$ cat src/hdl/core_defs.svh
`ifndef CORE_DEFS_SVH
`define CORE_DEFS_SVH

`define CORE_XLEN     32
`define CORE_NREGS    32
`define CORE_RESET_PC 32'h0000_0000

// Primary opcodes
`define OP_SPECIAL 6'h00
`define OP_J       6'h02
`define OP_BEQ     6'h04
`define OP_BNE     6'h05
`define OP_ADDIU   6'h09
`define OP_ORI     6'h0d
`define OP_LUI     6'h0f
`define OP_LW      6'h23
`define OP_SW      6'h2b

// Function codes under OP_SPECIAL
`define FN_SLL  6'h00
`define FN_ADDU 6'h21
`define FN_SUBU 6'h23
`define FN_AND  6'h24
`define FN_OR   6'h25
`define FN_SLT  6'h2a

`endif

$ cat src/hdl/core_pkg.sv
`include "core_defs.svh"

package core_pkg;

    typedef struct packed {
        logic [5:0] op;
        logic [4:0] rs;
        logic [4:0] rt;
        logic [4:0] rd;
        logic [4:0] shamt;
        logic [5:0] funct;
    } r_fields_t;

    typedef struct packed {
        logic [5:0]  op;
        logic [4:0]  rs;
        logic [4:0]  rt;
        logic [15:0] imm;
    } i_fields_t;

    // Same word, register or immediate layout
    typedef union packed {
        r_fields_t r;
        i_fields_t i;
    } instruction_t;

    // One-hot ALU select
    typedef enum logic [6:0] {
        ADD = 7'b000_0001,
        SUB = 7'b000_0010,
        AND = 7'b000_0100,
        OR  = 7'b000_1000,
        SLT = 7'b001_0000,
        SLL = 7'b010_0000,
        LUI = 7'b100_0000
    } alu_op_t;

    typedef struct packed {
        alu_op_t alu_op;
        logic    use_imm;
        logic    mem_read;
        logic    mem_write;
        logic    write_reg;
    } control_t;

    typedef struct packed {
        control_t              control;
        logic [`CORE_XLEN-1:0] operand_a;
        logic [`CORE_XLEN-1:0] operand_b;
        logic [`CORE_XLEN-1:0] store_data;
        logic [4:0]            rs;
        logic [4:0]            rt;
        logic [4:0]            dest_reg;
    } decode_out_t;

    typedef struct packed {
        control_t              control;
        logic [`CORE_XLEN-1:0] alu_result;
        logic [`CORE_XLEN-1:0] store_data;
        logic [4:0]            dest_reg;
    } execute_out_t;

    typedef struct packed {
        logic                  write_reg;
        logic [4:0]            dest_reg;
        logic [`CORE_XLEN-1:0] dest_reg_data;
    } write_back_t;

    typedef enum logic [1:0] {
        NONE     = 2'd0,
        FROM_MEM = 2'd1,
        FROM_WB  = 2'd2
    } fwd_sel_t;

    typedef struct packed {
        fwd_sel_t rs_sel;
        fwd_sel_t rt_sel;
    } forward_info_t;

    function automatic logic [`CORE_XLEN-1:0] select_forward(
        input fwd_sel_t              sel,
        input logic [`CORE_XLEN-1:0] mem_data,
        input logic [`CORE_XLEN-1:0] wb_data,
        input logic [`CORE_XLEN-1:0] reg_data
    );
        case (sel)
            FROM_MEM: return mem_data;
            FROM_WB:  return wb_data;
            default:  return reg_data;
        endcase
    endfunction

endpackage

$ cat src/hdl/stage_fetch.sv
`timescale 1ns/1ps
`include "core_defs.svh"

module stage_fetch (
    input  logic                   clk,
    input  logic                   rst_n,
    input  logic                   stall,
    input  logic                   load_pc,
    input  logic [`CORE_XLEN-1:0]  pc_value,
    output logic [`CORE_XLEN-1:0]  imem_addr,
    input  logic [`CORE_XLEN-1:0]  imem_data,
    output core_pkg::instruction_t instruction,
    output logic [`CORE_XLEN-1:0]  pc_add4
);
    logic [`CORE_XLEN-1:0] pc;
    logic [`CORE_XLEN-1:0] pc_seq;

    assign pc_seq    = pc + 4;
    assign imem_addr = pc;

    always_ff @(posedge clk) begin
        if (!rst_n) begin
            pc <= `CORE_RESET_PC;
        end else if (!stall) begin
            pc <= load_pc ? pc_value : pc_seq;
        end
    end

    // Zero word decodes as a nop
    always_ff @(posedge clk) begin
        if (!rst_n) begin
            instruction <= '0;
            pc_add4     <= '0;
        end else if (!stall) begin
            instruction <= imem_data;
            pc_add4     <= pc_seq;
        end
    end
endmodule

$ cat src/hdl/stage_decode.sv
`timescale 1ns/1ps
`include "core_defs.svh"

module stage_decode (
    input  logic                    clk,
    input  logic                    rst_n,
    input  logic                    stall,
    input  core_pkg::instruction_t  instruction,
    input  logic [`CORE_XLEN-1:0]   pc_add4,
    input  core_pkg::write_back_t   wb,
    input  logic [`CORE_XLEN-1:0]   mem_fwd_data,
    input  core_pkg::forward_info_t forward,
    output logic [4:0]              rs,
    output logic [4:0]              rt,
    output logic                    uses_rt,
    output logic                    branch_taken,
    output logic [`CORE_XLEN-1:0]   branch_target,
    output logic                    is_branch,
    output core_pkg::decode_out_t   dout
);
    import core_pkg::*;

    logic [`CORE_XLEN-1:0] regs [`CORE_NREGS];
    control_t              ctrl;
    logic [4:0]            dest;
    logic                  is_jump;
    logic [`CORE_XLEN-1:0] imm_val;
    logic [`CORE_XLEN-1:0] rs_val;
    logic [`CORE_XLEN-1:0] rt_val;
    logic [`CORE_XLEN-1:0] rs_cmp;
    logic [`CORE_XLEN-1:0] rt_cmp;
    logic [`CORE_XLEN-1:0] branch_offset;

    always_ff @(posedge clk) begin
        if (wb.write_reg && wb.dest_reg != 5'd0) begin
            regs[wb.dest_reg] <= wb.dest_reg_data;
        end
    end

    // Write-back value is visible in the same cycle
    assign rs_val = (rs == 5'd0) ? '0 :
                    (wb.write_reg && wb.dest_reg == rs) ? wb.dest_reg_data : regs[rs];
    assign rt_val = (rt == 5'd0) ? '0 :
                    (wb.write_reg && wb.dest_reg == rt) ? wb.dest_reg_data : regs[rt];

    assign rt = instruction.i.rt;

    always_comb begin
        ctrl      = '0;
        dest      = 5'd0;
        rs        = instruction.i.rs;
        uses_rt   = 1'b0;
        is_branch = 1'b0;
        is_jump   = 1'b0;
        imm_val   = {{16{instruction.i.imm[15]}}, instruction.i.imm};
        case (instruction.i.op)
            `OP_SPECIAL: begin
                ctrl.write_reg = 1'b1;
                dest           = instruction.r.rd;
                uses_rt        = 1'b1;
                case (instruction.r.funct)
                    `FN_ADDU: ctrl.alu_op = ADD;
                    `FN_SUBU: ctrl.alu_op = SUB;
                    `FN_AND:  ctrl.alu_op = AND;
                    `FN_OR:   ctrl.alu_op = OR;
                    `FN_SLT:  ctrl.alu_op = SLT;
                    `FN_SLL: begin
                        // Shifted value enters as operand a
                        ctrl.alu_op  = SLL;
                        ctrl.use_imm = 1'b1;
                        rs           = instruction.r.rt;
                        uses_rt      = 1'b0;
                        imm_val      = {{(`CORE_XLEN-5){1'b0}}, instruction.r.shamt};
                    end
                    default: begin
                        ctrl.write_reg = 1'b0;
                        uses_rt        = 1'b0;
                        rs             = 5'd0;
                    end
                endcase
            end
            `OP_ADDIU, `OP_LW, `OP_ORI, `OP_LUI: begin
                ctrl.alu_op    = ADD;
                ctrl.use_imm   = 1'b1;
                ctrl.write_reg = 1'b1;
                ctrl.mem_read  = (instruction.i.op == `OP_LW);
                dest           = instruction.i.rt;
                if (instruction.i.op == `OP_ORI) begin
                    ctrl.alu_op = OR;
                    imm_val     = {16'h0000, instruction.i.imm};
                end else if (instruction.i.op == `OP_LUI) begin
                    ctrl.alu_op = LUI;
                    rs          = 5'd0;
                end
            end
            `OP_SW: begin
                ctrl.alu_op    = ADD;
                ctrl.use_imm   = 1'b1;
                ctrl.mem_write = 1'b1;
                uses_rt        = 1'b1;
            end
            `OP_BEQ, `OP_BNE: begin
                is_branch = 1'b1;
                uses_rt   = 1'b1;
            end
            `OP_J: begin
                is_jump = 1'b1;
                rs      = 5'd0;
            end
            default: rs = 5'd0;
        endcase
        // Register 0 is never written
        if (dest == 5'd0) begin
            ctrl.write_reg = 1'b0;
        end
    end

    assign rs_cmp = select_forward(forward.rs_sel, mem_fwd_data, wb.dest_reg_data, rs_val);
    assign rt_cmp = select_forward(forward.rt_sel, mem_fwd_data, wb.dest_reg_data, rt_val);

    assign branch_offset = {{14{instruction.i.imm[15]}}, instruction.i.imm, 2'b00};
    assign branch_target = is_jump ?
        {pc_add4[`CORE_XLEN-1:28], instruction.i.rs, instruction.i.rt, instruction.i.imm, 2'b00} :
        pc_add4 + branch_offset;
    // beq takes on equal, bne on not equal
    assign branch_taken = is_jump ||
        (is_branch && ((instruction.i.op == `OP_BEQ) == (rs_cmp == rt_cmp)));

    always_ff @(posedge clk) begin
        if (!rst_n || stall) begin
            dout <= '0;
        end else begin
            dout.control    <= ctrl;
            dout.operand_a  <= rs_val;
            dout.operand_b  <= imm_val;
            dout.store_data <= rt_val;
            dout.rs         <= rs;
            dout.rt         <= uses_rt ? rt : 5'd0;
            dout.dest_reg   <= dest;
        end
    end
endmodule

$ cat src/hdl/stage_execute.sv
`timescale 1ns/1ps
`include "core_defs.svh"

module stage_execute (
    input  logic                    clk,
    input  logic                    rst_n,
    input  core_pkg::decode_out_t   din,
    input  core_pkg::forward_info_t forward,
    input  logic [`CORE_XLEN-1:0]   mem_fwd_data,
    input  logic [`CORE_XLEN-1:0]   wb_fwd_data,
    output core_pkg::execute_out_t  dout
);
    import core_pkg::*;

    logic [`CORE_XLEN-1:0] src_a;
    logic [`CORE_XLEN-1:0] rt_val;
    logic [`CORE_XLEN-1:0] src_b;
    logic [`CORE_XLEN-1:0] result;

    assign src_a  = select_forward(forward.rs_sel, mem_fwd_data, wb_fwd_data, din.operand_a);
    assign rt_val = select_forward(forward.rt_sel, mem_fwd_data, wb_fwd_data, din.store_data);
    // Immediate is never bypassed
    assign src_b  = din.control.use_imm ? din.operand_b : rt_val;

    always_comb begin
        result = '0;
        case (din.control.alu_op)
            ADD: result = src_a + src_b;
            SUB: result = src_a - src_b;
            AND: result = src_a & src_b;
            OR:  result = src_a | src_b;
            SLT: result[0] = $signed(src_a) < $signed(src_b);
            SLL: result = src_a << src_b[4:0];
            LUI: result = src_b << 16;
            default: result = '0;
        endcase
    end

    always_ff @(posedge clk) begin
        if (!rst_n) begin
            dout <= '0;
        end else begin
            dout.control    <= din.control;
            dout.alu_result <= result;
            dout.store_data <= rt_val;
            dout.dest_reg   <= din.dest_reg;
        end
    end
endmodule

$ cat src/hdl/stage_memory.sv
`timescale 1ns/1ps
`include "core_defs.svh"

module stage_memory (
    input  logic                   clk,
    input  logic                   rst_n,
    input  core_pkg::execute_out_t din,
    output logic [`CORE_XLEN-1:0]  dmem_addr,
    output logic [`CORE_XLEN-1:0]  dmem_wdata,
    output logic                   dmem_we,
    input  logic [`CORE_XLEN-1:0]  dmem_rdata,
    output logic [`CORE_XLEN-1:0]  mem_fwd_data,
    output core_pkg::write_back_t  wb
);
    // Data port answers in the same cycle
    assign dmem_addr  = din.alu_result;
    assign dmem_wdata = din.store_data;
    assign dmem_we    = din.control.mem_write;

    assign mem_fwd_data = din.control.mem_read ? dmem_rdata : din.alu_result;

    // Write-back register
    always_ff @(posedge clk) begin
        if (!rst_n) begin
            wb <= '0;
        end else begin
            wb.write_reg     <= din.control.write_reg;
            wb.dest_reg      <= din.dest_reg;
            wb.dest_reg_data <= mem_fwd_data;
        end
    end
endmodule

$ cat src/hdl/main_forwarder.sv
`timescale 1ns/1ps

module main_forwarder (
    input  logic [4:0]              rs,
    input  logic [4:0]              rt,
    input  logic [4:0]              ex_rs,
    input  logic [4:0]              ex_rt,
    input  core_pkg::execute_out_t  mem_rec,
    input  core_pkg::write_back_t   wb,
    output core_pkg::forward_info_t decode_forward_info,
    output core_pkg::forward_info_t execute_forward_info
);
    import core_pkg::*;

    // Memory stage holds the younger result
    function automatic fwd_sel_t pick(
        input logic [4:0]   src,
        input execute_out_t mem_r,
        input write_back_t  wb_r
    );
        if (src == 5'd0) begin
            return NONE;
        end else if (mem_r.control.write_reg && mem_r.dest_reg == src) begin
            return FROM_MEM;
        end else if (wb_r.write_reg && wb_r.dest_reg == src) begin
            return FROM_WB;
        end
        return NONE;
    endfunction

    always_comb begin
        decode_forward_info.rs_sel  = pick(rs, mem_rec, wb);
        decode_forward_info.rt_sel  = pick(rt, mem_rec, wb);
        execute_forward_info.rs_sel = pick(ex_rs, mem_rec, wb);
        execute_forward_info.rt_sel = pick(ex_rt, mem_rec, wb);
    end
endmodule

$ cat src/hdl/pipeline_flow_controller.sv
`timescale 1ns/1ps
`include "core_defs.svh"

module pipeline_flow_controller (
    input  logic [4:0]             rs,
    input  logic [4:0]             rt,
    input  logic                   uses_rt,
    input  logic                   is_branch,
    input  core_pkg::decode_out_t  ex_rec,
    input  core_pkg::execute_out_t mem_rec,
    input  logic                   branch_taken,
    input  logic [`CORE_XLEN-1:0]  branch_target,
    output logic                   stall,
    output logic                   load_pc,
    output logic [`CORE_XLEN-1:0]  pc_value
);
    logic ex_rs_hit;
    logic ex_rt_hit;
    logic mem_rs_hit;
    logic mem_rt_hit;
    logic load_use;
    logic branch_wait;

    // Writers of register 0 never carry write_reg
    assign ex_rs_hit  = ex_rec.control.write_reg && ex_rec.dest_reg == rs;
    assign ex_rt_hit  = ex_rec.control.write_reg && uses_rt && ex_rec.dest_reg == rt;
    assign mem_rs_hit = mem_rec.control.write_reg && mem_rec.control.mem_read &&
                        mem_rec.dest_reg == rs;
    assign mem_rt_hit = mem_rec.control.write_reg && mem_rec.control.mem_read &&
                        uses_rt && mem_rec.dest_reg == rt;

    assign load_use = ex_rec.control.mem_read && (ex_rs_hit || ex_rt_hit);

    // Branch compares in decode, so its operands must be ready there
    assign branch_wait = is_branch && (ex_rs_hit || ex_rt_hit || mem_rs_hit || mem_rt_hit);

    assign stall    = load_use || branch_wait;
    assign load_pc  = branch_taken && !stall;
    assign pc_value = branch_target;
endmodule

$ cat src/hdl/core.sv
`timescale 1ns/1ps
`include "core_defs.svh"

module core (
    input  logic                  clk,
    input  logic                  rst_n,
    output logic [`CORE_XLEN-1:0] imem_addr,
    input  logic [`CORE_XLEN-1:0] imem_data,
    output logic [`CORE_XLEN-1:0] dmem_addr,
    output logic [`CORE_XLEN-1:0] dmem_wdata,
    output logic                  dmem_we,
    input  logic [`CORE_XLEN-1:0] dmem_rdata
);
    import core_pkg::*;

    instruction_t          if_instruction;
    logic [`CORE_XLEN-1:0] if_pc_add4;
    decode_out_t           id_ex;
    execute_out_t          ex_mem;
    write_back_t           mem_wb;
    forward_info_t         decode_fwd;
    forward_info_t         execute_fwd;
    logic [`CORE_XLEN-1:0] mem_fwd_data;
    logic [4:0]            dec_rs;
    logic [4:0]            dec_rt;
    logic                  dec_uses_rt;
    logic                  dec_is_branch;
    logic                  branch_taken;
    logic [`CORE_XLEN-1:0] branch_target;
    logic                  stall;
    logic                  load_pc;
    logic [`CORE_XLEN-1:0] pc_value;

    stage_fetch u_fetch (
        .clk(clk), .rst_n(rst_n), .stall(stall), .load_pc(load_pc), .pc_value(pc_value),
        .imem_addr(imem_addr), .imem_data(imem_data),
        .instruction(if_instruction), .pc_add4(if_pc_add4)
    );

    stage_decode u_decode (
        .clk(clk), .rst_n(rst_n), .stall(stall),
        .instruction(if_instruction), .pc_add4(if_pc_add4),
        .wb(mem_wb), .mem_fwd_data(mem_fwd_data), .forward(decode_fwd),
        .rs(dec_rs), .rt(dec_rt), .uses_rt(dec_uses_rt),
        .branch_taken(branch_taken), .branch_target(branch_target),
        .is_branch(dec_is_branch), .dout(id_ex)
    );

    stage_execute u_execute (
        .clk(clk), .rst_n(rst_n), .din(id_ex), .forward(execute_fwd),
        .mem_fwd_data(mem_fwd_data), .wb_fwd_data(mem_wb.dest_reg_data), .dout(ex_mem)
    );

    stage_memory u_memory (
        .clk(clk), .rst_n(rst_n), .din(ex_mem),
        .dmem_addr(dmem_addr), .dmem_wdata(dmem_wdata), .dmem_we(dmem_we),
        .dmem_rdata(dmem_rdata), .mem_fwd_data(mem_fwd_data), .wb(mem_wb)
    );

    main_forwarder u_forwarder (
        .rs(dec_rs), .rt(dec_rt), .ex_rs(id_ex.rs), .ex_rt(id_ex.rt),
        .mem_rec(ex_mem), .wb(mem_wb),
        .decode_forward_info(decode_fwd), .execute_forward_info(execute_fwd)
    );

    // Delay slot is always used, so a resolved branch only loads the PC
    pipeline_flow_controller u_flow_controller (
        .rs(dec_rs), .rt(dec_rt), .uses_rt(dec_uses_rt), .is_branch(dec_is_branch),
        .ex_rec(id_ex), .mem_rec(ex_mem),
        .branch_taken(branch_taken), .branch_target(branch_target),
        .stall(stall), .load_pc(load_pc), .pc_value(pc_value)
    );
endmodule

$ cat config.mk
export PLATFORM = sky130hd
export DESIGN_NAME = core
export DESIGN_NICKNAME = d
export VERILOG_FILES = /design/src/hdl/core_pkg.sv /design/src/hdl/stage_fetch.sv /design/src/hdl/stage_decode.sv /design/src/hdl/stage_execute.sv /design/src/hdl/stage_memory.sv /design/src/hdl/main_forwarder.sv /design/src/hdl/pipeline_flow_controller.sv /design/src/hdl/core.sv
export VERILOG_INCLUDE_DIRS = /design/src /design/src/hdl
export SDC_FILE = /design/constraint.sdc
export NUM_CORES = 2
export LEC_CHECK = 0
export BUFFER_PORTS_ARGS = -buffer_cell sky130_fd_sc_hd__buf_2
export CAP_MARGIN = 20
export CORE_MARGIN = 4
export CORE_UTILIZATION = 55
export DETAILED_ROUTE_END_ITERATION = 10
export PLACE_DENSITY = 0.71
export RECOVER_POWER = 25
export REMOVE_ABC_BUFFERS = 1
export SYNTH_ARGS = -nofsm -noshare
export SYNTH_HDL_FRONTEND = slang
export SYNTH_SLANG_ARGS = --single-unit
$ cat constraint.sdc
create_clock -name clk -period 19.7 [get_ports clk]
set_input_delay 4.925 -clock clk [delete_from_list [all_inputs] [get_ports clk]]
set_output_delay 4.925 -clock clk [all_outputs]
set_load 0.1 [all_outputs]
==> impl_summary.log <==
[metrics] final RePlAce weighted congestion: 1.03
[metrics] number of antenna violations at the first check in global routing: 15
[metrics] drt first pass iters: 6
[metrics] # setup viols final: 0
[metrics] Worst setup EP type: flop
[metrics] transition time at the pin with the least slew margin: 2.31 ns
[metrics] largest clock skew in the final design: 0.0454 ns
[metrics] maximum single-stage delay on the critical path: 0.67 ns
[metrics] count of port buffers added during placement: 162
[metrics] CP delay by family, top: compound AO/OA/AOI/OAI gates
[metrics] end point of the worst hold path: u_execute.dout[69]
[metrics] sequential cell area fraction in the yosys report: 0.506
[metrics] Sequential Area: 37,100 um^2
[metrics] upper clock frequency limit: 102 MHz
[metrics] synth warn: 0
[metrics] Post-Syn Instances: 6,620
[metrics] placed instance count: 8,165
[metrics] Post-Syn Area per Cell: 11.1 um^2
[metrics] height of the die: 373 um
[metrics] power consumption: 6.55 mW
[metrics] unique cell type count in the Yosys netlist: 112
[metrics] FFs w/ async S/R, synth: 0
[metrics] clock root buffer master: clkbuf_16
[metrics] startpoint kind of the worst setup timing path: input pin
[metrics] top library cells by usage in the layout, fill and taps aside: edfxtp_1 (1,024), nand2_1 (638), nor2_1 (433), mux2i_1 (371), a211oi_1 (327)
[metrics] core region area: 132,000 um^2
[metrics] origin of the worst min-delay path: u_decode.dout[111]
[metrics] critical path class: input pin to flop
[metrics] Hold Crit Class: flop to flop
[metrics] crit share post-route: 0.495
[metrics] clock-pin slew of the registers on the worst-case setup and hold paths: 0.06 ns
[metrics] drc violations: 0
[metrics] total CTS buffers: 145
[metrics] CP Max Fanout: 29
[metrics] CTS Buffer Depth: 3
[metrics] endpoint of the worst-slack reg-to-reg timing path: u_fetch.imem_addr[9]
[metrics] Filler cells: 10,500
[metrics] Reg2Reg Depth: 25
[metrics] cell breakdown of the critical path: buf_2, mux2i_1, nor2_1, a221oi_1, o21a_1, o2111ai_1, a221o_1, a2111oi_0, nand4_1, nor4_1, o2111a_2, and3b_1, or2_1, buf_4, nor3_1, a2111oi_1
[metrics] global routing usage summed across all routing layers: 0.413
[metrics] count of placed standard cells in the final layout, fillers left out: 8,444
[metrics] total routed wirelength: 299,000 um
[metrics] first-pass GRT wire length: 422,000 um
[metrics] status: finished with violations
[metrics] # Post-CTS Setup Buffers: 0
[metrics] Syn Std Cell Area: 73,400 um^2
[metrics] power density of the placed cells: 81.3 nW/um^2
[metrics] relative slew slack: -0.539
[metrics] failing checks: max-capacitance violations, max-slew violations
[metrics] final-report max-slew violation count: 896
[metrics] number of DRC violations after detailed-routing iteration 0: 11,800
[metrics] routed vias: 62,700
[metrics] unrepaired setup endpoints after global routing: false
[metrics] number of top-level pins: 163
[metrics] number of levels in the clock H-tree: 4
[metrics] initial core utilization: 0.556
[metrics] clock latency reported for the late side of the worst-skew pair: 0.80 ns
[metrics] signal arrival time at the worst endpoint: 10.42 ns
[metrics] number of maximum-capacitance constraint violations: 22
[metrics] total number of clock tree sinks: 1,342
[metrics] Multi-input gate area: 33,600 um^2
[metrics] Critical path buffers and inverters: 2
[metrics] slowest CP cell: mux2i_1
[metrics] hold buffer count at CTS: 0
[metrics] most common flop cell mapped by yosys: edfxtp_1
[metrics] routed length per placed instance: 35.5 um
[metrics] post-synthesis register bit count: 1,342
[metrics] minimum period implied by the final worst setup slack: 9.76 ns
[metrics] FF-to-FF Start: u_fetch.instruction[28]
[metrics] number of nets still failing antenna checks after routing: 0
[metrics] Avg Vias per Cell: 7.43
[metrics] R2R setup slack: 10.14 ns
[metrics] vias in the first global route: 58,500
[metrics] TritonCTS clock tree: done
[metrics] area growth from synthesis to layout: 9.83%
[metrics] most common cell after layout, fill and taps aside: edfxtp_1
[metrics] number of flops mapped to enable cells by yosys: 1,024
[metrics] row cnt: 133
[metrics] Die Outline Area: 139,000 um^2
[metrics] largest net degree at the start of global routing: 138
[metrics] Hold WS: 0.455 ns
[metrics] number of hold violations in the final report: 0
[metrics] standby leakage power: 26.1 nW
[metrics] data required time at the worst endpoint: 20.36 ns
[metrics] post-cts gate resize count: 0
[metrics] half-perimeter wire length after placement: 189,000 um
[metrics] overall die width: 373 um
[metrics] Worst Hold Depth: 1
[metrics] fraction of layout cells with a size suffix above 1: 0.141
[metrics] nets: 6,757
[metrics] overflow left after global routing: 0
[metrics] worst IR drop on VDD: 0.0000794 V
[metrics] final-layout setup total negative slack: 0 ns
==> report_power, final <==
part | internal, mW | switching (mW) | leakage [nW]
clock | 1.60 | 1.17 | 2.33
sequential | 3.03 | 0.0327 | 9.91
combinational | 0.221 | 0.500 | 13.8
total | 4.85 | 1.71 | 26.1
==> synth_stat cells (all sizes together) (30+ instances only) <==
master | instances | area, um^2
a211o | 44 | 385
a211oi | 328 | 2470
a21oi | 245 | 1230
a221o | 99 | 991
a221oi | 58 | 508
a22oi | 150 | 1130
a311oi | 44 | 385
a31oi | 88 | 551
a32oi | 36 | 315
and2 | 65 | 407
and3 | 277 | 1730
buf | 298 | 1660
clkbuf | 319 | 1200
dfxtp | 318 | 6370
edfxtp | 1024 | 30700
ha | 131 | 1640
inv | 121 | 454
mux2i | 373 | 3730
mux4 | 186 | 4190
nand2 | 644 | 2420
nand2b | 45 | 282
nand3 | 200 | 1010
nand4 | 33 | 206
nor2 | 476 | 1790
nor3 | 107 | 546
o211ai | 30 | 239
o21a | 36 | 270
o21ai | 188 | 956
o22ai | 50 | 313
or3 | 30 | 193
xnor2 | 67 | 587
xor2 | 43 | 377
==> per-stage QoR <==
step | utilization | instance area (um^2) | setup slack (ns)
global route | 0.611 | 80600 | 9.64
global placement | 0.575 | 75800 | 9.38
CTS | 0.611 | 80600 | 10.08
detailed placement | 0.575 | 75900 | 9.28
finish | 0.611 | 80600 | 9.94
floorplan | - | 70600 | 4.44
==> flip-flops by register name, summed over array words and instances (netlist names), named ones only <==
signal               cells
u_memory.wb             38
u_fetch.pc_add4         32
u_fetch.imem_addr       32
u_execute.dout          72
u_decode.regs         1024
u_decode.dout          107
u_fetch.instruction     32
==> worst max-delay path by stage <==
| stage | from | endpoint | cells past startpoint |
|---|---|---|---|
| floorplan | u_fetch.instruction[27] | u_fetch.imem_addr[9] | 23 |
| global placement | dmem_rdata[1] | u_execute.dout[66] | 24 |
| detailed placement | dmem_rdata[1] | u_execute.dout[66] | 24 |
| CTS | dmem_rdata[1] | u_execute.dout[66] | 24 |
| global route | dmem_rdata[16] | u_fetch.imem_addr[31] | 16 |
| finish | dmem_rdata[16] | u_fetch.imem_addr[9] | 16 |
==> layout make-up <==
| type | count | share of cell area |
|---|---|---|
| antenna | 14 | 0.000435 |
| clock buffer | 189 | 0.0496 |
| clock inverter | 76 | 0.00962 |
| inverter | 124 | 0.00581 |
| multi-input combinational | 4568 | 0.417 |
| sequential | 1342 | 0.461 |
| tap | 1755 | 0.0272 |
| timing repair buffer | 376 | 0.0297 |
==> metal layers <==
| layer | vias up | global-route usage | wire length (um) | share of wire |
|---|---|---|---|---|
| met1 | 30500 | 0.544 | 106000 | 0.35 |
| met2 | 5445 | 0.577 | 122000 | 0.41 |
| li1 | 25400 | - | - | - |
| met3 | 1305 | 0.146 | 46900 | 0.16 |
| met5 | - | 0.00480 | 193 | 0.00064 |
| met4 | 18 | 0.270 | 24100 | 0.081 |
==> cell families after synthesis <==
kind of cell / Yosys count / share of synthesized area
AO/OA/AOI/OAI: 1666 / 0.166
flip-flops: 1342 / 0.506
multiplexers: 588 / 0.112
XOR/XNOR: 110 / 0.0131
adder cells (fa/ha/maj): 134 / 0.0232
buffers and inverters: 741 / 0.0452
other: 1 / 0.0000511
AND/OR/NAND/NOR: 2038 / 0.135
(Power assumes the default switching activity.)
